$ cat src/hw/fu_consts.svh
`ifndef FU_CONSTS_SVH
`define FU_CONSTS_SVH

`define ROB_IDX_W	5
`define PRF_IDX_W	6
`define ZERO_REG	(`PRF_IDX_W'(63))	// tag parked on an idle bus.
`define MULT_STAGES	4

`define OP_INTA		6'h10	// integer arithmetic.
`define OP_INTL		6'h11	// integer logical.
`define OP_INTS		6'h12	// shifts.
`define OP_INTM		6'h13	// integer multiply.

`define OP_BR		6'h30
`define OP_BEQ		6'h39
`define OP_BNE		6'h3d
`define OP_BLT		6'h3a
`define OP_BGE		6'h3e

`define FN_ADDQ		7'h20
`define FN_SUBQ		7'h29
`define FN_CMPEQ	7'h2d
`define FN_CMPULT	7'h1d
`define FN_AND		7'h00
`define FN_BIS		7'h20
`define FN_XOR		7'h40
`define FN_SLL		7'h39
`define FN_SRL		7'h34
`define FN_MULQ		7'h20

`endif

$ cat src/hw/fu_pkg.sv
`include "fu_consts.svh"

package fu_pkg;

	typedef struct packed {
		logic [5:0]	opcode;
		logic [4:0]	ra;
		logic [7:0]	lit;	// rb sits in lit[7:3] when lit_flag is clear.
		logic		lit_flag;
		logic [6:0]	func;
		logic [4:0]	rc;
	} op_fmt_t;

	typedef struct packed {
		logic [5:0]		opcode;
		logic [4:0]		ra;
		logic [20:0]	disp;	// word displacement.
	} br_fmt_t;

	typedef union packed {
		op_fmt_t	op;
		br_fmt_t	br;
	} alpha_inst_u;

	typedef enum logic [2:0] {
		SEL_NONE		= 3'd0,
		SEL_ALU			= 3'd1,
		SEL_COND_BR		= 3'd2,
		SEL_UNCOND_BR	= 3'd3,
		SEL_MULT		= 3'd4,
		SEL_LOAD		= 3'd5,
		SEL_STORE		= 3'd6
	} fu_sel_e;

	typedef struct packed {
		logic					vld;
		logic [63:0]			npc;
		logic [`ROB_IDX_W-1:0]	rob_idx;
		logic [63:0]			ra_value;
		logic [63:0]			rb_value;
		logic [`PRF_IDX_W-1:0]	dest_tag;
		alpha_inst_u			inst;
		fu_sel_e				sel;
	} issue_t;

	typedef struct packed {
		logic					start;
		logic [63:0]			opa;
		logic [63:0]			opb;	// literal already resolved.
		alpha_inst_u			inst;
		logic [`PRF_IDX_W-1:0]	dest_tag;
		logic [`ROB_IDX_W-1:0]	rob_idx;
	} alu_req_t;

	typedef alu_req_t mult_req_t;

	typedef struct packed {
		logic					start;
		logic [63:0]			npc;
		logic [63:0]			ra_value;
		logic [63:0]			disp;	// byte offset.
		logic [5:0]				opcode;
		logic [`ROB_IDX_W-1:0]	rob_idx;
	} br_req_t;

	typedef struct packed {
		logic					done;
		logic [63:0]			value;
		logic [`PRF_IDX_W-1:0]	dest_tag;
		logic [`ROB_IDX_W-1:0]	rob_idx;
	} unit_result_t;

	typedef struct packed {
		logic					done;
		logic					taken;
		logic [63:0]			target;
		logic [`ROB_IDX_W-1:0]	rob_idx;
	} br_result_t;

	typedef struct packed {
		logic					done;
		logic [`ROB_IDX_W-1:0]	idx;
		logic					br_taken;
		logic [63:0]			br_target;
	} rob_done_t;

	typedef struct packed {
		logic					vld;
		logic [`PRF_IDX_W-1:0]	tag;
		logic [63:0]			value;
	} cdb_t;

endpackage

$ cat src/hw/br_alu.sv
`timescale 1ns/1ps
`include "fu_consts.svh"

module br_alu (
	input	logic				clk,
	input	logic				rst,
	input	fu_pkg::br_req_t	req_i,
	output	fu_pkg::br_result_t	res_o
);

	logic					taken;
	logic [63:0]			target;
	logic					done_r;
	logic					taken_r;
	logic [63:0]			target_r;
	logic [`ROB_IDX_W-1:0]	idx_r;

	assign target = req_i.npc + req_i.disp;

	always_comb begin
		case (req_i.opcode)
			`OP_BR:		taken = 1'b1;
			`OP_BEQ:	taken = (req_i.ra_value == 64'd0);
			`OP_BNE:	taken = (req_i.ra_value != 64'd0);
			`OP_BLT:	taken = $signed(req_i.ra_value) < 0;
			`OP_BGE:	taken = $signed(req_i.ra_value) >= 0;
			default:	taken = 1'b0;
		endcase
	end

	always_ff @(posedge clk) begin
		if (rst) begin
			done_r <= 1'b0;
		end else begin
			done_r <= req_i.start;
		end
	end

	always_ff @(posedge clk) begin
		if (req_i.start) begin
			taken_r <= taken;
			target_r <= target;
			idx_r <= req_i.rob_idx;
		end
	end

	assign res_o = '{done: done_r, taken: taken_r, target: target_r, rob_idx: idx_r};

endmodule

$ cat config.mk
export PLATFORM = sky130hd
export DESIGN_NAME = br_alu
export DESIGN_NICKNAME = d
export VERILOG_FILES = /design/src/hw/fu_pkg.sv /design/src/hw/br_alu.sv
export VERILOG_INCLUDE_DIRS = /design/src /design/src/hw
export SDC_FILE = /design/constraint.sdc
export NUM_CORES = 1
export LEC_CHECK = 0
export ABC_AREA = 1
export BUFFER_PORTS_ARGS = -buffer_cell sky130_fd_sc_hd__buf_4
export CAP_MARGIN = 15
export CELL_PAD_IN_SITES_DETAIL_PLACEMENT = 1
export CELL_PAD_IN_SITES_GLOBAL_PLACEMENT = 1
export CORE_ASPECT_RATIO = 2
export CORE_MARGIN = 4
export CORE_UTILIZATION = 37
export CTS_CLUSTER_SIZE = 25
export DETAILED_ROUTE_END_ITERATION = 10
export GPL_TIMING_DRIVEN = 0
export MAX_ROUTING_LAYER = met4
export PLACE_DENSITY = 0.86
export SYNTH_ARGS = -nofsm -noshare
export SYNTH_HDL_FRONTEND = slang
export SYNTH_SLANG_ARGS = --single-unit
$ cat constraint.sdc
create_clock -name clk -period 5.3 [get_ports clk]
set_input_delay 0.53 -clock clk [delete_from_list [all_inputs] [get_ports clk]]
set_output_delay 0.53 -clock clk [all_outputs]
set_load 0.05 [all_outputs]
Yosys cells after proc, flatten, opt, wreduce, memory -nomap -nowiden
Index checks and enable logic that the tools add are counted.

Logic and storage cells: 15. Register bits after elaboration: 71.

Add/sub/neg operators: 1. Equality and inequality tests: 5. Magnitude comparators: 2. Muxes and demuxes: 1. Reductions and logical operators: 2.

Operators with widths (number): $add 64x64->64 (1); $ge 64x1->1 const B (1); $logic_not 64->1 (1); $lt 64x1->1 const B (1); $reduce_bool 64->1 (1); $eq 6x6->1 const B (5); $pmux 1 s5 (1).

Depth between registers and ports, before layout
Gate-level depths: netlist of the first run.

Depth in word-level cells: 2. Depth in mapped cells: 14.

Worst setup path before layout of the first run
Ideal clock, no wire load.

Kind: in2reg. From: in req_i[11] (netlist bit). To: reg target_r[60] (data pin). Arrival time: 1.946 ns. Data required time: 5.048 ns. Path slack: 3.102 ns. Stages on the path: 14. Cell sequence: ha_1 -> fa_1 -> nand3_1 -> nand3_2 -> nand2_1 -> nand2_2 -> nand2_1 -> nand2_1 -> nand2_1 -> nand2_2 -> nand2_1 -> nand2_1 -> nand2_1 -> nand2_1.

Longest elaborated chain between the ends: 1.

RTL lines: start, declared (RTL line br_alu.sv:7) `input fu_pkg::br_req_t req_i,`; $add 64x64->64 (RTL line br_alu.sv:18) `assign target = req_i.npc + req_i.disp;`; named net target[60] (RTL line br_alu.sv:12) `logic [63:0] target;`; end signal, assigned (RTL line br_alu.sv:42) `target_r <= target;`; end, declared (RTL line br_alu.sv:15) `logic [63:0] target_r;`.

The timed path passes the listed nets, and every way through them passes these cells. A chain may end at the register's enable or synchronous reset.

Worst setup path in the final report of the first run
From: in req_i[11] (netlist bit). To: reg target_r[46] (data pin).

The elaborated chain is that of the path after synthesis.

==> flow_summary.json, run 1 <==
{
  "die_area_um2": 25200,
  "synthCells": 1429,
  "drt_iter0_markers": 294,
  "nets": 1986,
  "rsz0062_at_grt": "no",
  "hold_depth": 2,
  "layout_common_cells": "nand2_1 (607), inv_1 (324), buf_4 (278)",
  "yosysSeqAreaShare_pct": 25.3,
  "clock.fmax_ghz": 0.414,
  "critPathMostFrequentCell": "nand2_1",
  "drt-wirelength-per-cell_um": 18.9,
  "yosys_warnings": 0,
  "run_status": "complete, no violations",
  "power_density_nw_per_um2": 243,
  "cts_tree": "yes",
  "hold_class": "in2reg",
  "slew_viol_final": 0,
  "cp.arrival_ns": 2.53,
  "drv_cap": 0,
  "die_h_um": 221,
  "synth_top_area_share_pct": 27.2,
  "ant_nets": 0,
  "finalWeightedCongestion": 0.945,
  "layout-drive-gt1-share_pct": 20.2,
  "finalCritPeriodShare_pct": 45.6,
  "antenna_found_initial": 0,
  "finalWorstPathRequiredPeriod_ns": 2.42,
  "routed-via-count": 9876,
  "path_buf_inv": 1,
  "start_kind": "input port",
  "power_leakage_nw": 6.58,
  "dpl.hpwl_um": 34000,
  "synth_top_area_cell": "nand2_1",
  "initial_core_util_pct": 37.8,
  "cts_hold_buffers": 0,
  "clock-sinks": 71,
  "end_kind": "register",
  "firstDrtPassIters": 4,
  "synth-seq-cells": 71,
  "hold_violations": 0,
  "finalSetupTns_ns": 0,
  "grt_overflow": 0,
  "synthesis.area_um2": 8370,
  "crit_path_top_delay_cell": "fa_1",
  "criticalPathCategory": "in2reg",
  "cts_buffer_depth": 2,
  "grt_pass1_vias": 10700,
  "die_w_um": 114,
  "setup_violations": 0,
  "placement_rows": 77,
  "slowest_delay_ns": 0.48,
  "power_mw": 2.70,
  "io_buffers": 276,
  "synthesis.nets": 1699,
  "min_to": "done_r",
  "cts-resized-gates": 0,
  "path_delay_family": "simple AND/OR/NAND/NOR gates",
  "area_delta_synth_final_pct": 32.6,
  "worst_slew_pin_slew_ns": 0.971,
  "drc_errors": 0,
  "route.met3.wl_um": 1760,
  "relSlewSlack_pct": 35.3,
  "synth_area_per_cell_um2": 5.86,
  "ys_types": 24,
  "worstPathRequired_ns": 5.41,
  "cts_setup_buffers": 0,
  "grt_pass1_wl_um": 56400,
  "drt-met1-wl_um": 11300,
  "synth_area_leaders": "nand2_1 (27%), edfxtp_1 (25%), inv_1 (15%), ha_1 (9.4%), nor2_1 (6.2%)",
  "highest_layer": "met4",
  "numCtsBuffers": 9,
  "route.met2.wl_um": 21800,
  "fp.coreArea_um2": 22200,
  "ios": 277,
  "final_common_cell": "nand2_1",
  "cp_max_fo": 4,
  "hold_start": "rst",
  "cts_root_buf": "clkbuf_16",
  "routed_wl_um": 37700,
  "vdd.ir_drop.worst_mv": 0.148,
  "clk_pin_slew_ns": 0.06,
  "grt_max_degree": 72,
  "vias_per_cell": 4.95,
  "crit_chain": "buf_4 > ha_1 > fa_1 > nand3_1 > nand3_2 > nand2_1 > nand2_1 > nand2_1 > nand2_1 > nand2_1 > nand2_2 > nand2_1 > nand2_1 > nand2_1 > nand2_1",
  "cts_htree_levels": 3,
  "grtUsageTotal_pct": 30.9,
  "antenna_cells": 0
}
-- cells in the mapped netlist, drive strengths merged --
| cell type | number |
|---|---|
| nor2 | 156 |
| fa | 1 |
| nor4 | 2 |
| nand4 | 20 |
| o21bai | 3 |
| edfxtp | 70 |
| buf | 2 |
| nor3 | 18 |
| nand3 | 61 |
| nand2 | 631 |
| xnor2 | 1 |
| inv | 325 |
| a21oi | 41 |
| dfxtp | 1 |
| ha | 63 |
| o21ai | 3 |
| xor2 | 31 |
-- stage by stage --
step                hold slack [ns]  setup WS (ns)  cell area, um^2  cells  util (%)
floorplan                     0.601           3.10             8370   1429         -
global placement              0.689           2.55            10800   1981      48.7
detailed placement            0.695           2.50            10800   1981      48.7
CTS                           0.317           2.87            11100   1997      50.1
global route                  0.322           2.81            11100   1997      50.1
finish                        0.325           2.88            11100   1997      50.1
-- where the power goes --
part	internal [mW]	total, mW	switching, mW
combinational	0.413	1.28	0.870
clock	0.413	0.667	0.253
sequential	0.727	0.750	0.0229
total	1.55	2.70	1.15
-- area by class of cell --
cell class / count / area, um^2
inverters: 325 / 1220
plain buffers: 2 / 15.0
multi-input cells: 1031 / 5010
clock inverters: 5 / 82.6
well taps: 276 / 345
fillers: 3152 / 11100
repair buffers: 276 / 2070
clock buffers: 11 / 233
flip-flops and latches: 71 / 2120
-- sequential cells by signal, summed over array words and instances, names as in the netlist --
register  cells
idx_r         5
target_r     64
done_r        1
taken_r       1
-- cell families (layout without fill, tap and decap cells) --
family	Yosys count	after routing	synth area share, %
flops	71	71	25.3
compound gates	47	47	2.90
xor+xnor	32	32	3.35
fa+ha+maj	64	64	9.65
buf+inv	327	619	14.8
simple gates	888	888	44.0
-- per-layer routing --
layer / GRT usage, % / vias up
met3: 4.27 / 105
li1: - / 4869
met4: 20.7 / 0
met5: - / -
met2: 62.9 / 344
met1: 24.0 / 4558
-- how the worst max path moves through the flow --
stage	startpoint	endpoint	slack, ns	depth (start not counted)
after CTS	req_i[11]	target_r[46]	2.87	15
after floorplan	req_i[11]	target_r[60]	3.10	14
after global routing	req_i[11]	target_r[44]	2.81	15
after detailed placement	req_i[11]	target_r[46]	2.50	15
after global placement	req_i[11]	target_r[46]	2.55	15
final	req_i[11]	target_r[46]	2.88	15
No activity file was read; power rests on OpenSTA's default activity.
==> run 2: changes to the inputs <==
--- a/config.mk
+++ b/config.mk
@@ -13,12 +13,12 @@
 export CELL_PAD_IN_SITES_GLOBAL_PLACEMENT = 1
 export CORE_ASPECT_RATIO = 2
 export CORE_MARGIN = 4
-export CORE_UTILIZATION = 37
+export CORE_UTILIZATION = 31
 export CTS_CLUSTER_SIZE = 25
 export DETAILED_ROUTE_END_ITERATION = 10
 export GPL_TIMING_DRIVEN = 0
 export MAX_ROUTING_LAYER = met4
-export PLACE_DENSITY = 0.86
+export PLACE_DENSITY = 0.77
 export SYNTH_ARGS = -nofsm -noshare
 export SYNTH_HDL_FRONTEND = slang
 export SYNTH_SLANG_ARGS = --single-unit
==> constraint.sdc (replaced) <==
create_clock -name clk -period 2.2 [get_ports clk]
set_input_delay 0.22 -clock clk [delete_from_list [all_inputs] [get_ports clk]]
set_output_delay 0.22 -clock clk [all_outputs]
set_load 0.05 [all_outputs]
==> flow_summary.json, run 2 (same netlist as run 1, synthesis figures left out) <==
{
  "worstPathRequired_ns": 2.31,
  "setup_violations": 0,
  "start_kind": "input port",
  "numCtsBuffers": 9,
  "cts_htree_levels": 3,
  "vias_per_cell": 4.69,
  "regArea_um2": 2120,
  "path_buf_inv": 1,
  "power_leakage_nw": 6.56,
  "min_to": "done_r",
  "io_buffers": 276,
  "grt_max_degree": 72,
  "critPathMostFrequentCell": "nand2_1",
  "die_area_um2": 29900,
  "largest_register_ff_count": 64,
  "grt_pass1_wl_um": 57200,
  "cp_max_fo": 4,
  "antenna_found_initial": 0,
  "area_delta_synth_final_pct": 33.4,
  "die_w_um": 124,
  "whs_ns": 0.0100,
  "rsz0062_at_grt": "no",
  "ios": 277,
  "combPwrFrac_pct": 48.1,
  "reg_top3": "target_r x64, idx_r x5",
  "hold_violations": 0,
  "final_common_cell": "nand2_1",
  "placement_rows": 84,
  "power_mw": 6.42,
  "p_clk_share_pct": 23.7,
  "hold_class": "in2reg",
  "cp.arrival_ns": 2.21,
  "worst_slew_pin_slew_ns": 0.976,
  "crit_chain": "buf_4 > ha_1 > fa_1 > nand3_1 > nand3_2 > nand2_1 > nand2_1 > nand2_1 > nand2_1 > nand2_1 > nand2_2 > nand2_1 > nand2_1 > nand2_1 > nand2_1",
  "clk_pin_slew_ns": 0.06,
  "multi_input_area_um2": 5010,
  "cts_tree": "yes",
  "relSlewSlack_pct": 35.0,
  "ant_nets": 0,
  "cts-resized-gates": 0,
  "layout_common_cells": "nand2_1 (607), inv_1 (324), buf_4 (278)",
  "layout.cells.non_filler": 2065,
  "grt_pass1_vias": 10500,
  "cts_setup_buffers": 0,
  "path_delay_family": "simple AND/OR/NAND/NOR gates",
  "cts_hold_buffers": 0,
  "criticalPathCategory": "in2reg",
  "drv_cap": 0,
  "switching_share_pct": 43.6,
  "fillers": 3670,
  "antenna_cells": 0,
  "fp.coreArea_um2": 26500,
  "finalWeightedCongestion": 0.935,
  "cts_buffer_depth": 2,
  "drc_errors": 0,
  "fin_util_pct": 42.2,
  "layout-drive-gt1-share_pct": 20.3,
  "dpl.hpwl_um": 34300,
  "slew_viol_final": 0,
  "end_kind": "register",
  "finalWorstPathRequiredPeriod_ns": 2.10,
  "power.internal_mw": 3.62,
  "firstDrtPassIters": 4,
  "drt_iter0_markers": 248,
  "initial_core_util_pct": 31.6,
  "clock.fmax_ghz": 0.477,
  "routed_wl_um": 38000,
  "finalCritPeriodShare_pct": 95.3,
  "nets": 1986,
  "pwr-share-seq_pct": 28.1,
  "grt_overflow": 0,
  "cts_root_buf": "clkbuf_16",
  "run_status": "complete, no violations",
  "dpl.cell_count": 2049,
  "crit_path_top_delay_cell": "fa_1",
  "p_sw_mw": 2.80,
  "power_density_nw_per_um2": 575,
  "hold_start": "rst",
  "slowest_delay_ns": 0.47,
  "clock-sinks": 71,
  "vdd.ir_drop.worst_mv": 0.353,
  "largest-register": "target_r",
  "routed-via-count": 9686,
  "die_h_um": 240,
  "grtUsageTotal_pct": 26.0,
  "hold_depth": 2,
  "drt-wirelength-per-cell_um": 18.4
}
-- run 2: how the worst max path moves through the flow --
stage / slack [ns] / cells past startpoint / end / start
floorplan: 0.31 / 14 / target_r[60] / req_i[11]
global placement: -0.19 / 11 / target_r[58] / req_i[19]
detailed placement: -0.26 / 15 / target_r[46] / req_i[11]
CTS: 0.13 / 15 / target_r[46] / req_i[11]
global route: 0.004 / 15 / target_r[62] / req_i[11]
finish: 0.10 / 15 / target_r[46] / req_i[11]
-- run 2: layout make-up --
class | count | area share [%]
Timing Repair Buffer | 276 | 18.5
Clock inverter | 7 | 0.638
Multi-Input combinational cell | 1031 | 44.9
Tap cell | 344 | 3.85
Inverter | 325 | 10.9
Buffer | 2 | 0.134
Sequential cell | 71 | 19.0
Clock buffer | 9 | 2.02
-- run 2: per-stage QoR --
stage	setup slack (ns)	cell area, um^2	TNS [ns]
after detailed placement	-0.256	10900	-2.80
final	0.103	11200	0
after CTS	0.129	11200	0
after global routing	0.00355	11200	0
after floorplan	0.312	8370	0
after global placement	-0.186	10900	-2.02
-- run 2: layer usage --
| layer | wire length, um | vias to the layer above | track usage (%) |
|---|---|---|---|
| met5 | 0 | - | - |
| met4 | 2400 | 0 | 15.3 |
| met3 | 1480 | 84 | 3.62 |
| met2 | 21700 | 335 | 52.5 |
| met1 | 12500 | 4405 | 22.1 |
| li1 | - | 4862 | - |
-- run 2: power by group through the flow --
| stage | Sequential [mW] | Clock, mW | Combinational, mW |
|---|---|---|---|
| 2_1_floorplan | 2.52 | 0 | 1.20 |
| 3_3_place_gp | 1.83 | 0 | 3.08 |
| 3_5_place_dp | 1.84 | 0 | 3.12 |
| 4_1_cts | 1.81 | 1.56 | 3.13 |
| 5_1_grt | 1.83 | 1.60 | 3.35 |
| 6_report | 1.81 | 1.52 | 3.09 |
