### config.mk
export PLATFORM = sky130hd
export DESIGN_NAME = fu_writeback
export DESIGN_NICKNAME = d
export VERILOG_FILES = /design/src/hw/fu_pkg.sv /design/src/hw/fu_writeback.sv
export VERILOG_INCLUDE_DIRS = /design/src /design/src/hw
export SDC_FILE = /design/constraint.sdc
export NUM_CORES = 1
export LEC_CHECK = 0
export ABC_CLOCK_PERIOD_IN_PS = 1200
export BUFFER_PORTS_ARGS = -buffer_cell sky130_fd_sc_hd__buf_2
export CORE_AREA = 5 5 138 140
export CTS_BUF_LIST = sky130_fd_sc_hd__clkbuf_16
export CTS_CLUSTER_SIZE = 12
export DETAILED_ROUTE_END_ITERATION = 10
export DIE_AREA = 0 0 143 145
export SYNTH_ARGS = -nofsm -noshare
export SYNTH_HDL_FRONTEND = slang
export SYNTH_SLANG_ARGS = --single-unit
### constraint.sdc
create_clock -name clk -period 1.2 [get_ports clk]
set_input_delay 0.12 -clock clk [delete_from_list [all_inputs] [get_ports clk]]
set_output_delay 0.12 -clock clk [all_outputs]
set_load 0.01 [all_outputs]
### src/hw/fu_consts.svh
`ifndef FU_CONSTS_SVH
`define FU_CONSTS_SVH

`define ROB_IDX_W	5
`define PRF_IDX_W	6
`define ZERO_REG	(`PRF_IDX_W'(63))	// tag parked on an idle bus.
`define MULT_STAGES	4

`define OP_INTA		6'h10	// integer arithmetic.
`define OP_INTL		6'h11	// integer logical.
`define OP_INTS		6'h12	// shifts.
`define OP_INTM		6'h13	// integer multiply.

`define OP_BR		6'h30
`define OP_BEQ		6'h39
`define OP_BNE		6'h3d
`define OP_BLT		6'h3a
`define OP_BGE		6'h3e

`define FN_ADDQ		7'h20
`define FN_SUBQ		7'h29
`define FN_CMPEQ	7'h2d
`define FN_CMPULT	7'h1d
`define FN_AND		7'h00
`define FN_BIS		7'h20
`define FN_XOR		7'h40
`define FN_SLL		7'h39
`define FN_SRL		7'h34
`define FN_MULQ		7'h20

`endif

### src/hw/fu_pkg.sv
`include "fu_consts.svh"

package fu_pkg;

	typedef struct packed {
		logic [5:0]	opcode;
		logic [4:0]	ra;
		logic [7:0]	lit;	// rb sits in lit[7:3] when lit_flag is clear.
		logic		lit_flag;
		logic [6:0]	func;
		logic [4:0]	rc;
	} op_fmt_t;

	typedef struct packed {
		logic [5:0]		opcode;
		logic [4:0]		ra;
		logic [20:0]	disp;	// word displacement.
	} br_fmt_t;

	typedef union packed {
		op_fmt_t	op;
		br_fmt_t	br;
	} alpha_inst_u;

	typedef enum logic [2:0] {
		SEL_NONE		= 3'd0,
		SEL_ALU			= 3'd1,
		SEL_COND_BR		= 3'd2,
		SEL_UNCOND_BR	= 3'd3,
		SEL_MULT		= 3'd4,
		SEL_LOAD		= 3'd5,
		SEL_STORE		= 3'd6
	} fu_sel_e;

	typedef struct packed {
		logic					vld;
		logic [63:0]			npc;
		logic [`ROB_IDX_W-1:0]	rob_idx;
		logic [63:0]			ra_value;
		logic [63:0]			rb_value;
		logic [`PRF_IDX_W-1:0]	dest_tag;
		alpha_inst_u			inst;
		fu_sel_e				sel;
	} issue_t;

	typedef struct packed {
		logic					start;
		logic [63:0]			opa;
		logic [63:0]			opb;	// literal already resolved.
		alpha_inst_u			inst;
		logic [`PRF_IDX_W-1:0]	dest_tag;
		logic [`ROB_IDX_W-1:0]	rob_idx;
	} alu_req_t;

	typedef alu_req_t mult_req_t;

	typedef struct packed {
		logic					start;
		logic [63:0]			npc;
		logic [63:0]			ra_value;
		logic [63:0]			disp;	// byte offset.
		logic [5:0]				opcode;
		logic [`ROB_IDX_W-1:0]	rob_idx;
	} br_req_t;

	typedef struct packed {
		logic					done;
		logic [63:0]			value;
		logic [`PRF_IDX_W-1:0]	dest_tag;
		logic [`ROB_IDX_W-1:0]	rob_idx;
	} unit_result_t;

	typedef struct packed {
		logic					done;
		logic					taken;
		logic [63:0]			target;
		logic [`ROB_IDX_W-1:0]	rob_idx;
	} br_result_t;

	typedef struct packed {
		logic					done;
		logic [`ROB_IDX_W-1:0]	idx;
		logic					br_taken;
		logic [63:0]			br_target;
	} rob_done_t;

	typedef struct packed {
		logic					vld;
		logic [`PRF_IDX_W-1:0]	tag;
		logic [63:0]			value;
	} cdb_t;

endpackage

### src/hw/fu_writeback.sv
`timescale 1ns/1ps
`include "fu_consts.svh"

module fu_writeback (
	input	logic					clk,
	input	logic					rst,
	input	fu_pkg::unit_result_t	alu_i,
	input	fu_pkg::unit_result_t	mult_i,
	input	fu_pkg::br_result_t		br_i,
	output	fu_pkg::rob_done_t		rob_o,
	output	fu_pkg::cdb_t			cdb_o
);

	logic [`ROB_IDX_W-1:0]	rob_idx;
	fu_pkg::cdb_t			cdb_nxt;
	fu_pkg::cdb_t			cdb_r;

	assign rob_idx = br_i.done ? br_i.rob_idx :
		mult_i.done ? mult_i.rob_idx :
		alu_i.done ? alu_i.rob_idx : '0;

	assign rob_o = '{done: alu_i.done | mult_i.done | br_i.done, idx: rob_idx,
		br_taken: br_i.done & br_i.taken, br_target: br_i.done ? br_i.target : 64'd0};

	always_comb begin
		if (alu_i.done) begin
			cdb_nxt = '{vld: 1'b1, tag: alu_i.dest_tag, value: alu_i.value};
		end else if (mult_i.done) begin
			cdb_nxt = '{vld: 1'b1, tag: mult_i.dest_tag, value: mult_i.value};
		end else begin
			cdb_nxt = '{vld: 1'b0, tag: `ZERO_REG, value: 64'd0};	// idle bus.
		end
	end

	always_ff @(posedge clk) begin
		if (rst) begin
			cdb_r <= '{vld: 1'b0, tag: `ZERO_REG, value: 64'd0};
		end else begin
			cdb_r <= cdb_nxt;
		end
	end

	assign cdb_o = cdb_r;	// also the register file write port.

	a_one_done: assert property (@(posedge clk) disable iff (rst)
		$onehot0({alu_i.done, mult_i.done, br_i.done}))
		else $error("two units completed in the same cycle");

endmodule

### Word-level counts from Yosys, hierarchy flattened

Cells that the tools add are included.

* multipliers: 0
* muxes and demuxes: 6
* shift-type cells: 0
* order comparisons: 0
* reductions and logical operators: 0
* bitwise operators: 3
* equal/unequal tests: 0
* add/sub/neg operators: 0
* divide/modulo/power cells: 0

Operator list (number)
* 71-bit two-way mux: 2
* 64-bit two-way mux: 1
* 5-bit two-way mux: 3
* 1-bit bitwise OR: 2
* 1-bit AND: 1

* bits in latches: 0
* memories: 0
* bits in writable memories: 0
* ROM bits: 0
* output and inout port bits: 142
* register bits: 71

### Longest topological paths before layout

Gate-level depths: netlist of run 1.

* depth in word-level cells: 3
* depth in mapped cells: 5

### Worst setup path after synthesis of run 1

Ideal clock, no wire load.

* path kind: input-to-output
* start: input port mult_i[75] in the netlist's numbering
* end: output port rob_o[65] in the netlist's numbering
* arrival time: 0.768 ns
* setup slack: 0.312 ns
* path buffers: 2
* stages on the path: 4
* path through: buf_4 > clkbuf_1 > nand3b_1 > a21oi_1

RTL lines
* from (decl): line fu_writeback.sv:8 `input fu_pkg::unit_result_t mult_i,`
* to (decl): line fu_writeback.sv:10 `output fu_pkg::rob_done_t rob_o,`

==> results of run 1 <==
synthesized netlist by cell type:
master    instances  area (µm²)
a21oi_1          74         370
and2_1           65         407
buf_2            14        70.1
buf_4             1        7.51
buf_6             5        56.3
clkbuf_1         19        71.3
clkbuf_2          2        10.0
dfxtp_1          71        1420
nand2_1          64         240
nand3b_1         69         518
nor2_1            2        7.51
nor2b_1          11        68.8
nor3b_1           6        45.0
o21bai_1          6        45.0
or3_1             1        6.26
routing by layer:
metal,GRT usage (%),vias to the layer above,routed length (µm)
met2,24.6,210,7620
met3,3.88,20,1330
li1,-,2057,-
met5,0,-,0
met4,4.42,0,299
met1,16.7,1796,6370
worst max-delay path, cell delays in order:
cell and delay [ns]:
buf_6 0.18, buf_12 0.19, nand3b_1 0.10, a21oi_2 0.18, buf_2 0.17
timing repair:
| action | 4_1_cts | 5_1_grt |
|---|---|---|
| endpoints found under the setup margin | 1 | 0 |
| resized for setup | 2 | 0 |
| buffers inserted | 0 | 0 |
cells by family (layout without fill, tap and decap cells):
| family | after synthesis | in the layout | synth area share [%] |
|---|---|---|---|
| and+or+nand+nor | 218 | 218 | 38.6 |
| DFF | 71 | 71 | 42.5 |
| AOI/OAI and AO/OA | 80 | 80 | 12.4 |
| buffers and inverters | 41 | 397 | 6.43 |
worst max path at each step:
stage / endpoint / cells after the start / slack, ns
final: rob_o[69] / 5 / 0.13
after global routing: rob_o[69] / 5 / 0.05
after CTS: rob_o[69] / 5 / 0.06
after detailed placement: rob_o[69] / 5 / -0.1
after global placement: rob_o[69] / 5 / -0.10
after floorplan: rob_o[65] / 4 / 0.31
cell type report:
cell class | instances | area [µm²]
Clock buffer | 9 | 225
Clock inverter | 6 | 86.3
Fill cell | 1935 | 12000
Multi-Input combinational cell | 298 | 1710
Sequential cell | 71 | 1420
Tap cell | 229 | 287
Timing Repair Buffer | 382 | 2020
power by group:
part / internal, mW / total [mW] / switching [mW] / leakage [nW]
clock: 1.80 / 2.83 / 1.03 / 0.153
sequential: 2.49 / 2.52 / 0.0309 / 0.587
combinational: 0.685 / 1.36 / 0.672 / 2.24
per-stage QoR:
stage                     cell area, µm²  util, %  setup TNS [ns]
final                               5750     32.5               0
after global placement              5430     30.7          -0.103
after CTS                           5750     32.5               0
after detailed placement            5430     30.7         -0.0966
after global routing                5750     32.5               0
after floorplan                     3340        -               0
==> out/results.tsv, run 1 <==
metric	value	unit
critPathKind	in -> out	
hold_class	in -> reg	
hold-path-endpoint	cdb_o[22]	
fin_crit_sh	88.9	%
max_freq	938	MHz
grt_use_total	14.1	%
synth_cell_types	15	
dr.pass1.iters	4	
crit_start	alu_i[75]	
critPathLaunchType	input port	
antenna_found_initial	2	
min_path_cells	3	
syn-instance-count	410	
cap_viol_max_count	0	
drt_iter0_drc	139	
syn_to_final_growth	72.0	%
power_density	1170	mW/mm²
die_area	0.0207	mm²
grt_max_degree	77	
p_total	6.71	mW
status	finished, final reports clean	
dp_hpwl	12700	µm
power.leakage	2.99	nW
clk_pin_slew	0.07	ns
rows	49	
cp_data_required_time	1.08	ns
clockBufferDepth	2	
drcViolationCount	0	
diodes	0	
cts_buffers	9	
final_cell_mix	buf_2, a21oi_1, dfxtp_1	
hold_slack	0.0275	ns
drt_wl_total	15600	µm
drive_above_1_share	51.8	%
initial_core_util	18.9	%
drt.antenna.violating_nets	0	
place_congestion	0.815	
via_count	4083	
vias_per_cell	4.10	
cp_max_fo	31	
instances_no_fill	995	
clock-root-buffer	clkbuf_16	
die_h	145	µm
worst_slew_pin_slew	0.260	ns
grt-ovfl-total	0	
grt_pass1_wl	23000	µm
fin_ws	0.134	ns
end_kind	primary output	
relSlewSlack	82.6	%
core	0.0177	mm²
rsz0062_at_grt	false	
finalCriticalPeriod	1.07	ns
drv_slew	0	
ctsHoldBuffers	0	
grt_pass1_vias	4232	
tritoncts	yes	
hold_path.startpoint	alu_i[33]	
syn_nets	635	
portBuffers	366	
cts_max_level	3	
place_inst	980	
syn_avg_cell_area	8.16	µm²
dieWidth	143	µm
post-place-ws	-0.0966	ns
ys_warn_count	0	
nNetsFinal	987	
hold_viol	0	
largest_reg_flops	71	
yosysSeqAreaShare	42.5	%
io_pins	367	
finalSetupViolations	0	
synth_area	0.00334	mm²
detail_route.wl_per_cell	15.7	µm
arrival	0.95	ns
clock-sinks	71	
ir_drop	606	µV
synth-seq-cells	71	
final_common_cell	buf_2	
(Power assumes the default switching activity.)
==> run 2: changes to the inputs <==
- PLACE_DENSITY: default -> 0.58
- RECOVER_POWER: default -> 25
==> out/results.tsv, run 2 (synthesis results as in run 1) <==
metric	value	unit	change
status	finished, final reports clean		
final_common_cell	buf_2		
p_total	6.71	mW	-0.11%
drcViolationCount	0		unchanged
grt-ovfl-total	0		unchanged
fin_crit_sh	87.1	%	-1.8 points
finalSetupViolations	0		unchanged
dr.pass1.iters	4		unchanged
die_area	0.0207	mm²	unchanged
vias_per_cell	4.14		+0.84%
worst_slew_pin_slew	0.786	ns	+0.525 ns
ir_drop	711	µV	+17%
cp_data_required_time	1.08	ns	about the same
final_cell_mix	buf_2, a21oi_1, dfxtp_1		
die_h	145	µm	unchanged
crit_chain	buf_2, buf_12, nand3b_1, a21oi_1, buf_2		
fin_area	0.00572	mm²	-0.50%
initial_core_util	18.9	%	unchanged
postCtsSetupBuffers	0		unchanged
finalCriticalPeriod	1.04	ns	-0.0215 ns
power.leakage	2.97	nW	-0.62%
tritoncts	yes		
end_kind	primary output		
cp_max_fo	35		+13%
hold_class	in -> reg		
drv_slew	0		unchanged
drt.antenna.violating_nets	0		unchanged
dp_hpwl	12700	µm	+0.15%
core	0.0177	mm²	unchanged
place_area	0.00542	mm²	-0.18%
place_congestion	0.816		+0.15%
largest_reg_flops	71		unchanged
crit_top_cell	buf_2		
via_count	4113		+0.73%
portBuffers	366		unchanged
clock-root-buffer	clkbuf_16		
syn_to_final_growth	71.1	%	
cts_max_level	3		unchanged
detail_route.wl_per_cell	15.5	µm	-0.91%
dieWidth	143	µm	unchanged
drt_iter0_drc	97		-30%
nNetsFinal	984		-0.30%
grt_use_total	13.9	%	-0.24 points
relSlewSlack	47.6	%	-35 points
antenna_found_initial	5		+3
clock-sinks	71		unchanged
critPathLaunchType	input port		
rows	49		unchanged
clockBufferDepth	2		unchanged
hold_viol	0		unchanged
cp_top_family	buffers and inverters		
power_density	1170	mW/mm²	+0.39%
drive_above_1_share	51.3	%	-0.52 points
arrival	0.92	ns	-0.03 ns
crit_buf_inv	3		unchanged
critPathKind	in -> out		
setup_tns	0	ns	unchanged
cts-resized-gates	0		-2
grt_pass1_vias	4122		-2.6%
max_freq	957	MHz	+2.1%
io_pins	367		unchanged
grt_pass1_wl	22700	µm	-1.1%
drt_wl_total	15500	µm	-1.0%
ctsHoldBuffers	0		unchanged
clk_pin_slew	0.06	ns	about the same
cap_viol_max_count	0		unchanged
critPathMaxStageDelay	0.17	ns	-0.02 ns
cts_buffers	9		unchanged
slowest_stage	buf_12		
grt_max_degree	95		+23%
rsz0062_at_grt	false		
==> run 2: cell type report <==
type	count	area, µm²
fill	1935	12000
antenna	1	2.50
sequential	71	1420
timing repair buffer	379	1990
clock inverter	7	88.8
multi-input combinational	298	1710
tap	229	287
clock buffer	9	225
==> run 2: path summary, 6_finish.rpt <==
path       start         to  slack, ns  cells after the start
max   mult_i[75]  rob_o[67]       0.16                      5
min    alu_i[18]   cdb_o[7]       0.03                      3
==> run 2: report_power, final <==
group | leakage (nW) | switching [mW] | internal, mW
logic | 2.23 | 0.661 | 0.677
clock network | 0.154 | 1.04 | 1.81
registers | 0.587 | 0.0310 | 2.49
total | 2.97 | 1.73 | 4.97
==> run 2: layer usage <==
metal / global-route usage [%] / part of all wire [%] / routed length, µm / vias to the layer above
met3: 5.76 / 11 / 1700 / 28
met4: 4.47 / 1.9 / 286 / 8
met1: 15.4 / 37 / 5660 / 1815
li1: - / - / - / 2052
met2: 24.0 / 50 / 7750 / 210
met5: 0 / 0.34 / 53 / -
==> run 2: through the flow <==
step,hold slack [ns],cells,util (%),worst slack [ns]
2_1_floorplan,0.263,410,-,0.312
3_3_place_gp,0.363,977,30.6,0.138
3_5_place_dp,0.373,977,30.6,0.139
4_1_cts,0.00871,993,32.4,0.139
5_1_grt,0.0241,993,32.3,0.0940
6_report,0.0308,994,32.3,0.155
==> run 2: worst min-delay path, cell delays in order <==
cell and delay (ns):
buf_2 0.09, nand2_1 0.05, a21oi_1 0.05
==> run 3: changes to the inputs <==
- CORE_AREA: 5 5 138 140 -> 5 5 140 142
- DIE_AREA: 0 0 143 145 -> 0 0 145 147
- PLACE_DENSITY: 0.58 -> 0.57
==> out/results.tsv, run 3 (synthesis results as in run 1) <==
metric	value	unit	change
status	finished, final reports clean		
cts_max_level	3		unchanged
clock-root-buffer	clkbuf_16		
clockBufferDepth	2		unchanged
dp_hpwl	13300	µm	+4.4%
dr.pass1.iters	4		unchanged
drv_slew	0		unchanged
fin_crit_sh	85.0	%	-2.1 points
drt_wl_total	16200	µm	+4.6%
io_pins	367		unchanged
finalCriticalPeriod	1.02	ns	-0.0250 ns
final_core_util	31.1	%	-1.2 points
grt_use_total	14.5	%	+0.58 points
die_area	0.0213	mm²	+2.8%
grt_pass1_vias	4231		+2.6%
core	0.0183	mm²	+3.5%
arrival	0.90	ns	-0.02 ns
instances_no_fill	1004		+1.0%
relSlewSlack	44.0	%	-3.6 points
p_switching	1.76	mW	+1.9%
setup_tns	0	ns	unchanged
p_clk_share	38.5	%	-3.9 points
nNetsFinal	990		+0.61%
place_inst	987		+1.0%
power_density	1110	mW/mm²	-5.5%
worst_slew_pin_slew	0.840	ns	+0.0537 ns
clock-sinks	71		unchanged
final_cell_mix	buf_2, a21oi_1, dfxtp_1		
swShare	27.9	%	+2.1 points
hold_path.startpoint	alu_i[34]		
critPathLaunchType	input port		
grt-ovfl-total	0		unchanged
place_congestion	0.791		-3.1%
detail_route.wl_per_cell	16.1	µm	+3.5%
max_freq	980	MHz	+2.4%
largest_reg_flops	71		unchanged
initial_core_util	18.2	%	-0.63 points
vias_per_cell	4.13		-0.11%
rsz0062_at_grt	false		
post-place-ws	0.150	ns	+0.0113 ns
fillers	2009		+3.8%
grt_max_degree	72		-24%
drt_iter0_drc	122		+26%
antenna_found_initial	6		+1
portBuffers	366		unchanged
final_common_cell	buf_2		
finalSetupViolations	0		unchanged
clk_pin_slew	0.06	ns	about the same
crit_start	br_i[70]		
dieWidth	145	µm	+1.4%
via_count	4150		+0.90%
fin_area	0.00570	mm²	-0.33%
cp_max_fo	64		+83%
cp_data_required_time	1.08	ns	about the same
cts-resized-gates	0		unchanged
hold_viol	0		unchanged
die_h	147	µm	+1.4%
hold_class	in -> reg		
end_kind	primary output		
intPower	4.55	mW	-8.5%
drive_above_1_share	51.8	%	+0.45 points
power.leakage	2.96	nW	-0.22%
p_comb_share	21.5	%	+1.5 points
tritoncts	yes		
syn_to_final_growth	70.6	%	
p_total	6.32	mW	-5.8%
rows	50		+2.0%
cts_buffers	9		unchanged
critPathKind	in -> out		
ir_drop	563	µV	-21%
drcViolationCount	0		unchanged
fin_ws	0.180	ns	+0.0250 ns
hold_slack	0.0221	ns	-0.00872 ns
postCtsSetupBuffers	0		unchanged
cap_viol_max_count	0		unchanged
drt.antenna.violating_nets	0		unchanged
power_frac_seq	40.0	%	+2.4 points
grt_pass1_wl	24200	µm	+6.8%
place_area	0.00544	mm²	+0.35%
## run 3: changes by cell type in the layout (fill, tap and decap cells not counted), sizes merged
cell / previous run / this run
clkbuf: 11 / 10
buf: 377 / 383
bufinv: 2 / 0
clkinvlp: 1 / 2
dlygate4sd3: 0 / 1
## run 3: final timing paths
path                    end  cells after the start
setup / recovery  rob_o[66]                      5
hold / removal    cdb_o[23]                      3
## run 3: cell type report
cell class | instances | area [µm²] | share of cell area (%)
antenna | 1 | 2.50 | 0.0439
clock buffer | 9 | 225 | 3.95
clock inverter | 6 | 37.5 | 0.658
multi-input combinational | 298 | 1710 | 29.9
sequential | 71 | 1420 | 24.9
tap | 234 | 293 | 5.13
timing repair buffer | 385 | 2020 | 35.4
## run 3: what timing repair did
item	in CTS	in global routing
endpoints found under the hold margin	1	0
endpoints found under the setup margin	0	0
hold buffers	1	0
## run 3: routing by layer
layer	vias up	part of all wire, %	GRT usage [%]
li1	2064	-	-
met1	1828	35	15.1
met2	224	53	26.3
met3	24	10	6.88
met4	10	1.1	3.48
met5	-	0.38	0
## run 3: power groups by stage
stage,Clock (mW),Combinational (mW),Sequential (mW)
2_1_floorplan,0,0.530,2.65
3_3_place_gp,0,1.39,2.58
3_5_place_dp,0,1.39,2.58
4_1_cts,2.55,1.39,2.53
5_1_grt,2.65,1.50,2.54
6_report,2.43,1.36,2.52
## run 3: worst max-delay path, cell delays in order
cell     delay (ns)
buf_2          0.12
buf_12         0.18
nor2b_1        0.15
a21oi_1        0.15
buf_2          0.16
