<file path="config.mk">
export PLATFORM = sky130hd
export DESIGN_NAME = fu_issue_decode
export DESIGN_NICKNAME = d
export VERILOG_FILES = /design/src/hw/fu_pkg.sv /design/src/hw/fu_issue_decode.sv
export VERILOG_INCLUDE_DIRS = /design/src /design/src/hw
export SDC_FILE = /design/constraint.sdc
export NUM_CORES = 1
export LEC_CHECK = 0
export BUFFER_PORTS_ARGS = -buffer_cell sky130_fd_sc_hd__clkbuf_2
export CORE_AREA = 2 2 305 307
export DETAILED_ROUTE_END_ITERATION = 16
export DIE_AREA = 0 0 307 309
export PLACE_DENSITY_LB_ADDON = 0.15
export SETUP_SLACK_MARGIN = 0.05
export SLEW_MARGIN = 15
export SYNTH_ARGS = -nofsm -noshare
export SYNTH_HDL_FRONTEND = slang
export SYNTH_SLANG_ARGS = --single-unit
</file>
<file path="constraint.sdc">
create_clock -name vclk -period 1.54
set_clock_uncertainty 0.2 [all_clocks]
set_input_delay 0.308 -clock vclk [all_inputs]
set_output_delay 0.308 -clock vclk [all_outputs]
set_load 0.02 [all_outputs]
</file>
<file path="src/hw/fu_consts.svh">
`ifndef FU_CONSTS_SVH
`define FU_CONSTS_SVH

`define ROB_IDX_W	5
`define PRF_IDX_W	6
`define ZERO_REG	(`PRF_IDX_W'(63))	// tag parked on an idle bus.
`define MULT_STAGES	4

`define OP_INTA		6'h10	// integer arithmetic.
`define OP_INTL		6'h11	// integer logical.
`define OP_INTS		6'h12	// shifts.
`define OP_INTM		6'h13	// integer multiply.

`define OP_BR		6'h30
`define OP_BEQ		6'h39
`define OP_BNE		6'h3d
`define OP_BLT		6'h3a
`define OP_BGE		6'h3e

`define FN_ADDQ		7'h20
`define FN_SUBQ		7'h29
`define FN_CMPEQ	7'h2d
`define FN_CMPULT	7'h1d
`define FN_AND		7'h00
`define FN_BIS		7'h20
`define FN_XOR		7'h40
`define FN_SLL		7'h39
`define FN_SRL		7'h34
`define FN_MULQ		7'h20

`endif

</file>
<file path="src/hw/fu_pkg.sv">
`include "fu_consts.svh"

package fu_pkg;

	typedef struct packed {
		logic [5:0]	opcode;
		logic [4:0]	ra;
		logic [7:0]	lit;	// rb sits in lit[7:3] when lit_flag is clear.
		logic		lit_flag;
		logic [6:0]	func;
		logic [4:0]	rc;
	} op_fmt_t;

	typedef struct packed {
		logic [5:0]		opcode;
		logic [4:0]		ra;
		logic [20:0]	disp;	// word displacement.
	} br_fmt_t;

	typedef union packed {
		op_fmt_t	op;
		br_fmt_t	br;
	} alpha_inst_u;

	typedef enum logic [2:0] {
		SEL_NONE		= 3'd0,
		SEL_ALU			= 3'd1,
		SEL_COND_BR		= 3'd2,
		SEL_UNCOND_BR	= 3'd3,
		SEL_MULT		= 3'd4,
		SEL_LOAD		= 3'd5,
		SEL_STORE		= 3'd6
	} fu_sel_e;

	typedef struct packed {
		logic					vld;
		logic [63:0]			npc;
		logic [`ROB_IDX_W-1:0]	rob_idx;
		logic [63:0]			ra_value;
		logic [63:0]			rb_value;
		logic [`PRF_IDX_W-1:0]	dest_tag;
		alpha_inst_u			inst;
		fu_sel_e				sel;
	} issue_t;

	typedef struct packed {
		logic					start;
		logic [63:0]			opa;
		logic [63:0]			opb;	// literal already resolved.
		alpha_inst_u			inst;
		logic [`PRF_IDX_W-1:0]	dest_tag;
		logic [`ROB_IDX_W-1:0]	rob_idx;
	} alu_req_t;

	typedef alu_req_t mult_req_t;

	typedef struct packed {
		logic					start;
		logic [63:0]			npc;
		logic [63:0]			ra_value;
		logic [63:0]			disp;	// byte offset.
		logic [5:0]				opcode;
		logic [`ROB_IDX_W-1:0]	rob_idx;
	} br_req_t;

	typedef struct packed {
		logic					done;
		logic [63:0]			value;
		logic [`PRF_IDX_W-1:0]	dest_tag;
		logic [`ROB_IDX_W-1:0]	rob_idx;
	} unit_result_t;

	typedef struct packed {
		logic					done;
		logic					taken;
		logic [63:0]			target;
		logic [`ROB_IDX_W-1:0]	rob_idx;
	} br_result_t;

	typedef struct packed {
		logic					done;
		logic [`ROB_IDX_W-1:0]	idx;
		logic					br_taken;
		logic [63:0]			br_target;
	} rob_done_t;

	typedef struct packed {
		logic					vld;
		logic [`PRF_IDX_W-1:0]	tag;
		logic [63:0]			value;
	} cdb_t;

endpackage

</file>
<file path="src/hw/fu_issue_decode.sv">
`timescale 1ns/1ps

module fu_issue_decode (
	input	fu_pkg::issue_t		issue_i,
	output	fu_pkg::alu_req_t	alu_req_o,
	output	fu_pkg::br_req_t	br_req_o,
	output	fu_pkg::mult_req_t	mult_req_o
);

	logic			alu_sel;
	logic			br_sel;
	logic			mult_sel;
	logic [63:0]	opb;
	logic [63:0]	disp;

	always_comb begin
		alu_sel = 1'b0;
		br_sel = 1'b0;
		mult_sel = 1'b0;
		if (issue_i.vld) begin
			case (issue_i.sel)
				fu_pkg::SEL_ALU:		alu_sel = 1'b1;
				fu_pkg::SEL_COND_BR,
				fu_pkg::SEL_UNCOND_BR:	br_sel = 1'b1;
				fu_pkg::SEL_MULT:		mult_sel = 1'b1;
				default:				;	// memory ops have no unit here.
			endcase
		end
	end

	assign opb = issue_i.inst.op.lit_flag ? {56'd0, issue_i.inst.op.lit} : issue_i.rb_value;
	assign disp = {{41{issue_i.inst.br.disp[20]}}, issue_i.inst.br.disp, 2'b00};

	assign alu_req_o = '{start: alu_sel, opa: issue_i.ra_value, opb: opb, inst: issue_i.inst,
		dest_tag: issue_i.dest_tag, rob_idx: issue_i.rob_idx};

	assign mult_req_o = '{start: mult_sel, opa: issue_i.ra_value, opb: opb, inst: issue_i.inst,
		dest_tag: issue_i.dest_tag, rob_idx: issue_i.rob_idx};

	assign br_req_o = '{start: br_sel, npc: issue_i.npc, ra_value: issue_i.ra_value,
		disp: disp, opcode: issue_i.inst.br.opcode, rob_idx: issue_i.rob_idx};

endmodule

</file>
# Word-level counts from Yosys, hierarchy flattened
# Index checks and enable logic that the tools add are counted.
# W data, S select, Z words.
# totals
in_bits	239
out_inout_bits	548
elab_cells	12
reg_bits	0
# op_classes
n_eq_ne	4
mux	7
n_reduce_logical	1
# ops
operator	count
$mux W64	1
$eq A3 B2 Y1 const B	2
$mux W1	6
$eq A3 B1 Y1 const B	1
$eq A3 B3 Y1 const B	1
$reduce_or A2 Y1	1

# Depth between registers and ports, before layout
# Gate-level depths: netlist of the first run.
# logic_depth
word_depth	4
ltp_mapped	4
depth_no_buf	1

# Least setup slack after synthesis of the first run
# No wires, ideal clock.
# synth_path
path_kind	input port to output port
from	in issue_i[15] (netlist name)
to	out mult_req_o[100] (netlist name)
t_required_ps	1032
path_slack_ps	-133
path_stages	4
path_buffers	3
arrival_ps	1165
cell_sequence	buf_6 buf_2 nor2b_1 buf_4
# synth_rtl
element	line_no	rtl
start: declaration	fu_issue_decode.sv:4	input fu_pkg::issue_t issue_i,
end: declaration	fu_issue_decode.sv:7	output fu_pkg::mult_req_t mult_req_o

==> metrics.md, run 1 <==
| Metric | Value |
|---|---|
| Placeable Area | 0.09139 mm² |
| Final count of hold timing violations | 0 |
| Share of layout cells above drive strength 1 | 98.90% |
| CTS Hold Buffers Added | 0 |
| Drt pass-1 iters | 3 |
| Final-layout clock buffer total | 0 |
| I/O Buffers | 276 |
| Total number of nets in the final design | 604 |
| Setup repair after global routing missed its margin | true |
| Count of pins on the block boundary | 787 |
| Worst Hold Path EP | br_req_o[154] |
| Routability congestion estimate | 0.6844 |
| IR Drop Worst-Case VDD | 0.09163 mV |
| DIE AREA | 0.09486 mm² |
| Mapped Area | 0.004178 mm² |
| Final Power | 1.288 mW |
| Setup WS post-layout | -84.39 ps |
| Peak per-stage delay on the critical path | 160 ps |
| Data arrival time of the worst path | 1120 ps |
| Die height | 309 µm |
| Antenna violation net count after detailed routing | 0 |
| Yosys warns | 0 |
| Cell with the largest stage delay on the worst path | clkbuf_8 |
| Max-slew violation count | 0 |
| Violations in the final reports | negative setup slack |
| Shortest clock period the worst path allows after layout | 1624 ps |
| Wire length of the first global-routing pass | 16890 µm |
| Count of endpoints failing setup in the final report | 64 |
| Crit share post-route | 105.5% |
| Combined flip-flop and latch cell area | 0 µm² |
| F_max | 0.6156 GHz |
| CP Data Required Time | 1030 ps |
| Capturing element type of the critical path | output pin |
| Effective utilization at floorplan | 4.572% |
| Number of antenna violations at the first check in global routing | 0 |
| Cell breakdown of the critical path | buf_12 > buf_6 > buf_12 > buf_12 > nor2b_4 > clkbuf_8 |
| Source of the critical timing path | issue_i[15] |
| Total power per unit cell area | 278.4 mW/mm² |
| Per-cell routed wire length | 9.016 µm |
| Area share of the largest cell type after synthesis | 86.97% |
| Library cell appearing most often on the critical path | buf_12 |
| Relative area change from synthesis to final layout | 10.69% |
| DRC violation total after the first TritonRoute iteration | 54 |
| Total overflow reported by the global router | 0 |
| Total wirelength of the detailed-routed design | 13980 µm |
| Vias per inst | 1.387 |
| Vias in the first global route | 2207 |
| Layout sequential cell count | 0 |
| Launching element type of the critical path | input port |
| Drt drc | 0 |
| Synthesized netlist cell count | 559 |
| Category of the critical setup timing path | input port to output pin |
| Unique masters post-synth | 11 |
| Fraction of the yosys area taken by sequential cells | 0% |
| Number of maximum-capacitance constraint violations | 0 |
| Leakage power | 1.912 nW |
| Critical-path maximum fanout | 7 |
| Status | complete, but fails checks |
| Total routing usage reported by global routing | 2.490% |
| Hold Slack | 416.0 ps |
| Source of the worst hold timing path | issue_i[189] |
| DPL Wire Length | 12000 µm |
| Cell type contributing the most total cell area after synthesis | buf_4 |
| Top area cells in the synthesized netlist | buf_4 87%, nor2b_1 7.8%, mux2_4 1.4%, mux2_2 1.1%, and2b_1 0.72% |
| Setup slack at placement | -323.7 ps |
| Number of placement rows | 111 |
| Post-layout utilization of the core | 5.060% |
| Total vias in the final route | 2150 |
| Pin count of the biggest net entering global routing | 30 |
| Hold Path Cell Cnt | 0 |
| Worst hold path class | input port to output pin |
| Die Width | 307 µm |
| Post-synthesis average cell area | 7.474 µm² |
[what timing repair did]
item | in CTS | in global routing
pin swaps | 1 | 1
setup endpoints to repair | 157 | 117
buffers inserted | 3 | 0
resized for setup | 184 | 69
[layer usage]
layer | part of all wire, % | global-route usage (%)
met2 | 40 | 3.231
met5 | 1.1 | 1.163
met3 | 26 | 3.062
met4 | 5.7 | 1.441
met1 | 27 | 2.052
[synth_stat cells]
library cell,n
and2b_1,4
and3b_1,1
buf_2,5
buf_4,484
buf_6,1
buf_8,1
conb_1,1
mux2_2,4
mux2_4,4
nor2b_1,52
nor4bb_1,2
[logic make-up (layout without fill, tap and decap cells)]
| kind of cell | Yosys count | count (layout) | share of synthesized area (%) |
|---|---|---|---|
| buffers and inverters | 491 | 294 | 88.20 |
| multiplexers | 8 | 8 | 2.516 |
| other | 1 | 3 | 0.08976 |
| AND/OR/NAND/NOR | 59 | 59 | 9.194 |
[power by group]
part	internal, mW	switching (mW)	total, mW
combinational	0.594	0.693	1.29
sequential	0	0	0
clock	0.0000000835	0	0.0000000835
total	0.594	0.693	1.29
[stage by stage]
stage                     area (µm²)  TNS (ps)  cells
after floorplan                 4360     -1774    560
after global placement          3660     -8129   1546
after detailed placement        3660     -7112   1546
after CTS                       4502     -3531   1549
after global routing            4622     -4716   1549
final                           4624     -2404   1550
[worst max-delay path, delay by kind of cell]
family | cells | cell delay, ps
buffers and inverters | 5 | 680
and+or+nand+nor | 1 | 130
[layout by cell type (no fill, tap or decap), drive strengths merged]
master / synthesis / layout
conb: 1 / 2
and3b: 1 / 1
nor2b: 52 / 52
clkbuf: 0 / 227
mux2: 8 / 8
buf: 491 / 67
diode: 0 / 1
and2b: 4 / 4
nor4bb: 2 / 2
[area by class of cell]
type | count | area, µm²
multi-input combinational | 69 | 829.5
tap | 1186 | 1484
fill | 10830 | 86760
timing repair buffer | 294 | 2308
antenna | 1 | 2.502
[how the worst max path moves through the flow]
stage,cells past startpoint,to,slack [ps]
6_report,6,mult_req_o[62],-80
2_1_floorplan,4,mult_req_o[100],-40
5_1_grt,6,mult_req_o[62],-110
3_5_place_dp,5,mult_req_o[78],-320
3_3_place_gp,5,mult_req_o[78],-340
4_1_cts,4,mult_req_o[43],-100
Power figures use the tool's default switching activity.
==> run 2: changes to the inputs <==
--- a/config.mk
+++ b/config.mk
@@ -6,10 +6,11 @@
 export SDC_FILE = /design/constraint.sdc
 export NUM_CORES = 1
 export LEC_CHECK = 0
+export ABC_AREA = 1
 export BUFFER_PORTS_ARGS = -buffer_cell sky130_fd_sc_hd__clkbuf_2
-export CORE_AREA = 2 2 305 307
+export CORE_AREA = 2 2 306 308
 export DETAILED_ROUTE_END_ITERATION = 16
-export DIE_AREA = 0 0 307 309
+export DIE_AREA = 0 0 308 310
 export PLACE_DENSITY_LB_ADDON = 0.15
 export SETUP_SLACK_MARGIN = 0.05
 export SLEW_MARGIN = 15
==> metrics.md, run 2 <==
| Metric | Value |
|---|---|
| Status | complete, but fails checks |
| Violations in the final reports | negative setup slack |
| Setup repair after global routing missed its margin | true |
| Share of layout cells above drive strength 1 | 82.04% (-17 points) |
| Data arrival time of the worst path | 1090 ps (-30 ps) |
| Most instantiated library cell after synthesis | buf_4 |
| Most frequent cells after synthesis | 484 x buf_4, 67 x inv_1, 59 x nor2_1 |
| Capturing element type of the critical path | output pin |
| Peak per-stage delay on the critical path | 190 ps (+30 ps) |
| Vias per inst | 1.506 (+8.6%) |
| Die Width | 308 µm (+0.33%) |
| F_max | 0.6274 GHz (+1.9%) |
| Total power per unit cell area | 294.8 mW/mm² (+5.9%) |
| Number of cells in the finished layout apart from fillers | 1649 (+6.4%) |
| Setup TNS | -1419 ps (+985.2 ps) |
| Setup slack at placement | -189.3 ps (+134.4 ps) |
| IR Drop Worst-Case VDD | 0.1259 mV (+37%) |
| Vias in the first global route | 2426 (+9.9%) |
| Number of antenna violations at the first check in global routing | 2 (+2) |
| Mapped Area | 0.004339 mm² (+3.9%) |
| Met3 wire length | 2517 µm (-32%) |
| Cell with the largest stage delay on the worst path | clkbuf_16 |
| Most frequent cells in the layout | 147 x clkbuf_2, 71 x buf_8, 67 x inv_1 |
| Most frequent standard cell in the layout excluding fill and tap cells | clkbuf_2 |
| Launching element type of the critical path | input port |
| Die height | 310 µm (+0.32%) |
| Max-slew violation count | 0 (unchanged) |
| I/O Buffers | 276 (unchanged) |
| Final count of hold timing violations | 0 (unchanged) |
| Yosys warns | 0 (unchanged) |
| Total number of nets in the final design | 692 (+15%) |
| Area share of the largest cell type after synthesis | 83.74% (-3.2 points) |
| Shortest clock period the worst path allows after layout | 1594 ps (-30.48 ps) |
| Routed met1 length | 4489 µm (+21%) |
| Critical-path maximum fanout | 7 (unchanged) |
| Worst hold path class | input port to output pin |
| Cell area reported after detailed placement | 0.003999 mm² (+9.3%) |
| Leakage power | 2.275 nW (+19%) |
| Post-layout utilization of the core | 5.837% (+0.78 points) |
| Crit share post-route | 103.5% (-2.0 points) |
| Mux cell area share after synthesis | 0% (-2.5 points) |
| Setup WS post-layout | -53.91 ps (+30.48 ps) |
| Placeable Area | 0.09249 mm² (+1.2%) |
| DPL Wire Length | 13680 µm (+14%) |
| Total routing usage reported by global routing | 2.832% (+0.34 points) |
| Total wirelength of the detailed-routed design | 16790 µm (+20%) |
| Source of the critical timing path | issue_i[15] |
| Final-layout clock buffer total | 0 (unchanged) |
| CTS Hold Buffers Added | 0 (unchanged) |
| Fraction of the yosys area taken by sequential cells | 0% (unchanged) |
| Post-synthesis simple-gate area fraction | 6.200% (-3.0 points) |
| XOR/XNOR Fraction of Synth Area | 0% (unchanged) |
| Combined flip-flop and latch cell area | 0 µm² (unchanged) |
| DRC violation total after the first TritonRoute iteration | 31 (-43%) |
| Cell breakdown of the critical path | buf_16 > clkbuf_16 > buf_4 > nor2_4 > buf_8 |
| Drt drc | 0 (unchanged) |
| Placed insts | 1644 (+6.3%) |
| Count of endpoints failing setup in the final report | 68 (+6.3%) |
| Source of the worst hold timing path | issue_i[177] |
| Area of all placed cells without fillers | 0.005399 mm² (+17%) |
| Number of maximum-capacitance constraint violations | 0 (unchanged) |
| CP Data Required Time | 1030 ps (about the same) |
| Wire length of the first global-routing pass | 18720 µm (+11%) |
| Layout sequential cell count | 0 (unchanged) |
| Antenna violation net count after detailed routing | 0 (unchanged) |
| Category of the critical setup timing path | input port to output pin |
| Total vias in the final route | 2484 (+16%) |
| Routability congestion estimate | 0.6696 (-2.2%) |
| Effective utilization at floorplan | 4.692% (+0.12 points) |
| Adder-cell area share of the yosys netlist | 0% (unchanged) |
| Unique masters post-synth | 10 (-1) |
| Top area cells in the synthesized netlist | buf_4 84%, inv_1 5.8%, nor2_1 5.1%, o21ai_2 1.6%, clkbuf_8 1.6% |
| Number of placement rows | 112 (+0.90%) |
| Synthesized netlist cell count | 639 (+14%) |
| Main combinational cell family by area after synthesis | buffers and inverters |
| Synth Area in Compound Gates | 1.615% (+1.6 points) |
| Pin count of the biggest net entering global routing | 35 (+17%) |
| Post-synthesis average cell area | 6.791 µm² (-9.1%) |
| Highest Signal Layer | met4 |
| Per-cell routed wire length | 10.18 µm (+13%) |
| Cell type contributing the most total cell area after synthesis | buf_4 |
| Total overflow reported by the global router | 0 (unchanged) |
| Relative area change from synthesis to final layout | 24.42% |
| Met2 WL | 7778 µm (+39%) |
| Drt pass-1 iters | 4 (+1) |
| DIE AREA | 0.09548 mm² (+0.65%) |
| Count of pins on the block boundary | 787 (unchanged) |
-- run 2: kinds of logic (layout without fill, tap and decap cells) --
| family | count (synthesis) | count (layout) |
|---|---|---|
| other | 1 | 3 |
| AO/OA/AOI/OAI | 8 | 8 |
| AND/OR/NAND/NOR | 71 | 71 |
| buffers and inverters | 559 | 370 |
-- run 2: area by class of cell --
cell class	count	area (µm²)
inverter	67	251.5
timing repair buffer	303	2880
tap	1197	1498
multi-input combinational	81	767.0
antenna	1	2.502
fill	10900	87090
-- run 2: worst paths after layout --
kind | cells past startpoint | to | slack [ps]
setup / recovery | 5 | alu_req_o[87] | -50
hold / removal | 0 | br_req_o[142] | 420
-- run 2: worst max-delay path: cells and delay by family --
kind | cells | cell delay, ps
AND/OR/NAND/NOR | 1 | 130
buffers and inverters | 4 | 620
-- run 2: routing by layer --
metal,global-route usage [%],vias to the layer above
li1,-,994
met2,4.814,373
met5,0,-
met3,1.383,142
met4,3.403,0
met1,2.173,975
-- run 2: power by group --
part,total [mW],switching (mW),leakage (nW),internal (mW)
clock network,0.0000000399,0,0.00000634,0.0000000398
logic,1.59,0.862,2.28,0.730
registers,0,0,0,0
total,1.59,0.862,2.28,0.730
-- run 2: repair_timing --
action / CTS / global route
gates resized for setup: 227 / 168
setup endpoints to repair: 114 / 118
gates cloned: 0 / 3
setup buffers: 1 / 0
pin swaps: 7 / 32
-- run 2: metrics by stage --
step,hold slack [ps],power (mW)
4_1_cts,416.1,1.450
6_report,416.0,1.592
3_5_place_dp,416.1,1.169
3_3_place_gp,416.1,1.186
2_1_floorplan,522.6,2.176
5_1_grt,416.0,1.706
==> run 3: changes to the inputs <==
==> constraint.sdc (replaced) <==
create_clock -name vclk -period 1.7
set_clock_uncertainty 0.2 [all_clocks]
set_input_delay 0.34 -clock vclk [all_inputs]
set_output_delay 0.34 -clock vclk [all_outputs]
set_load 0.02 [all_outputs]
==> metrics.md, run 3 (synthesis results as in run 2) <==
| Metric | Value |
|---|---|
| Cell breakdown of the critical path | buf_12 > buf_12 > nor2_1 > clkbuf_4 |
| Antenna violation net count after detailed routing | 0 (unchanged) |
| Die Width | 308 µm (unchanged) |
| Cell with the largest stage delay on the worst path | clkbuf_4 |
| Final-layout clock buffer total | 0 (unchanged) |
| Vias in the first global route | 2034 (-16%) |
| Number of maximum-capacitance constraint violations | 0 (unchanged) |
| Most frequent standard cell in the layout excluding fill and tap cells | clkbuf_2 |
| Pint | 0.3500 mW (-52%) |
| Source of the worst hold timing path | issue_i[216] |
| Launching element type of the critical path | input port |
| Worst hold path class | input port to output pin |
| Setup slack at placement | -275.3 ps (-85.99 ps) |
| Logic gate share of total power | 100.0% (about the same) |
| Total power per unit cell area | 259.8 mW/mm² (-12%) |
| Max-slew violation count | 0 (unchanged) |
| Drt drc | 0 (unchanged) |
| Library cell appearing most often on the critical path | buf_12 |
| Per-cell routed wire length | 10.18 µm (about the same) |
| Effective utilization at floorplan | 4.692% (unchanged) |
| Layout sequential cell count | 0 (unchanged) |
| Setup repair after global routing missed its margin | true |
| Combined flip-flop and latch cell area | 0 µm² (unchanged) |
| IR Drop Worst-Case VDD | 0.1007 mV (-20%) |
| Data arrival time of the worst path | 1080 ps (about the same) |
| Sw Share | 65.39% (+11 points) |
| Switching power total | 0.6614 mW (-23%) |
| Vias per inst | 1.445 (-4.0%) |
| Count of pins on the block boundary | 787 (unchanged) |
| DRC violation total after the first TritonRoute iteration | 56 (+81%) |
| Capturing element type of the critical path | output pin |
| Hold Path Cell Cnt | 0 (unchanged) |
| Total routing usage reported by global routing | 3.047% (+0.22 points) |
| Number of placement rows | 112 (unchanged) |
| Die height | 310 µm (unchanged) |
| Drt pass-1 iters | 3 (-1) |
| Count of endpoints failing setup in the final report | 0 (-100%) |
| CTS Hold Buffers Added | 0 (unchanged) |
| F_max | 0.6158 GHz |
| Share of layout cells above drive strength 1 | 72.52% (-9.5 points) |
| Leakage power | 1.838 nW (-19%) |
| Count of fill cells added during filler insertion | 11030 (+1.2%) |
| Crit share post-route | 95.53% |
| Total vias in the final route | 2356 (-5.2%) |
| DPL Wire Length | 14650 µm (+7.1%) |
| Placeable Area | 0.09249 mm² (unchanged) |
| Buffers inserted during post-CTS setup optimization | 0 (-1) |
| Total overflow reported by the global router | 0 (unchanged) |
| Register share of total power | 0% (unchanged) |
| Total wirelength of the detailed-routed design | 16590 µm (-1.2%) |
| Placed insts | 1628 (-0.97%) |
| Category of the critical setup timing path | input port to output pin |
| Wire length of the first global-routing pass | 19130 µm (+2.2%) |
| Relative area change from synthesis to final layout | -10.27% |
| Number of cells in the finished layout apart from fillers | 1630 (-1.2%) |
| Most frequent cells in the layout | 249 x clkbuf_2, 67 x inv_1, 39 x nor2_1 |
| I/O Buffers | 276 (unchanged) |
| Peak per-stage delay on the critical path | 220 ps (+30 ps) |
| Pin count of the biggest net entering global routing | 30 (-14%) |
| Shortest clock period the worst path allows after layout | 1624 ps |
| Total number of nets in the final design | 674 (-2.6%) |
| DIE AREA | 0.09548 mm² (unchanged) |
| Number of antenna violations at the first check in global routing | 0 (-2) |
| Clock power frac | 0% (unchanged) |
| CP Data Required Time | 1160 ps (+130 ps) |
| Critical-path maximum fanout | 23 (+16) |
| Diode insertion count for antenna repair | 0 (-1) |
| Setup WS post-layout | 76.05 ps (+130.0 ps) |
| Worst Hold Path EP | br_req_o[181] |
| Final count of hold timing violations | 0 (unchanged) |
| Setup TNS | 0 ps (+1419 ps) |
| Routability congestion estimate | 0.5976 (-11%) |
| Status | finished, final reports clean |
-- run 3: cell types whose count changed in the layout (fill, tap and decap cells not counted), moves of 6 or more --
| cell | delta |
|---|---|
| clkbuf_4 | +6 |
| clkbuf_2 | +102 |
| buf_8 | -71 |
| nor2_4 | -43 |
| clkbuf_8 | -11 |
| nor2_1 | +36 |
| buf_4 | -18 |
| buf_6 | -22 |
| nor2_2 | +7 |
-- run 3: metrics by stage --
step	util, %	cell area, µm²	hold WS [ps]	total power [mW]
after global routing	4.210	3894	480.0	1.107
after floorplan	-	4358	586.6	1.927
after global placement	3.973	3675	480.1	0.9933
final	4.210	3894	480.0	1.011
after CTS	4.191	3876	480.1	1.047
after detailed placement	3.973	3675	480.1	0.9800
-- run 3: routing by layer --
metal  global-route usage [%]  up-vias  share of wire (%)
met5                        0        -                  0
met4                    2.360        0                8.3
met3                    3.017      116                 24
met2                    4.520      386                 41
met1                    2.404      893                 27
li1                         -      961                  -
-- run 3: area by class of cell --
class	instances	area [µm²]	share of cell area, %
inverters	67	251.5	6.459
multi-input cells	81	419.2	10.76
well taps	1197	1498	38.46
repair buffers	285	1725	44.31
-- run 3: worst max-delay path by stage --
stage,from,endpoint,cells past startpoint
finish,issue_i[15],alu_req_o[101],4
global route,issue_i[15],mult_req_o[95],5
CTS,issue_i[15],mult_req_o[95],5
detailed placement,issue_i[15],mult_req_o[87],4
global placement,issue_i[15],mult_req_o[87],4
floorplan,issue_i[15],mult_req_o[100],4
-- run 3: power groups by stage --
stage / Clock [mW] / Sequential, mW / Combinational [mW]
final: 0 / 0 / 1.01
after global routing: 0 / 0 / 1.11
after CTS: 0 / 0 / 1.05
after detailed placement: 0 / 0 / 0.980
after global placement: 0 / 0 / 0.993
after floorplan: 0 / 0 / 1.93
-- run 3: what timing repair did --
action,CTS,global route
gates resized for setup,43,13
endpoints found under the hold margin,0,0
gates cloned,2,0
pin swaps,0,0
endpoints found under the setup margin,63,37
-- run 3: worst max-delay path, delay by kind of cell --
kind / cells / cell delay [ps]
buffers and inverters: 3 / 530
AND/OR/NAND/NOR: 1 / 200
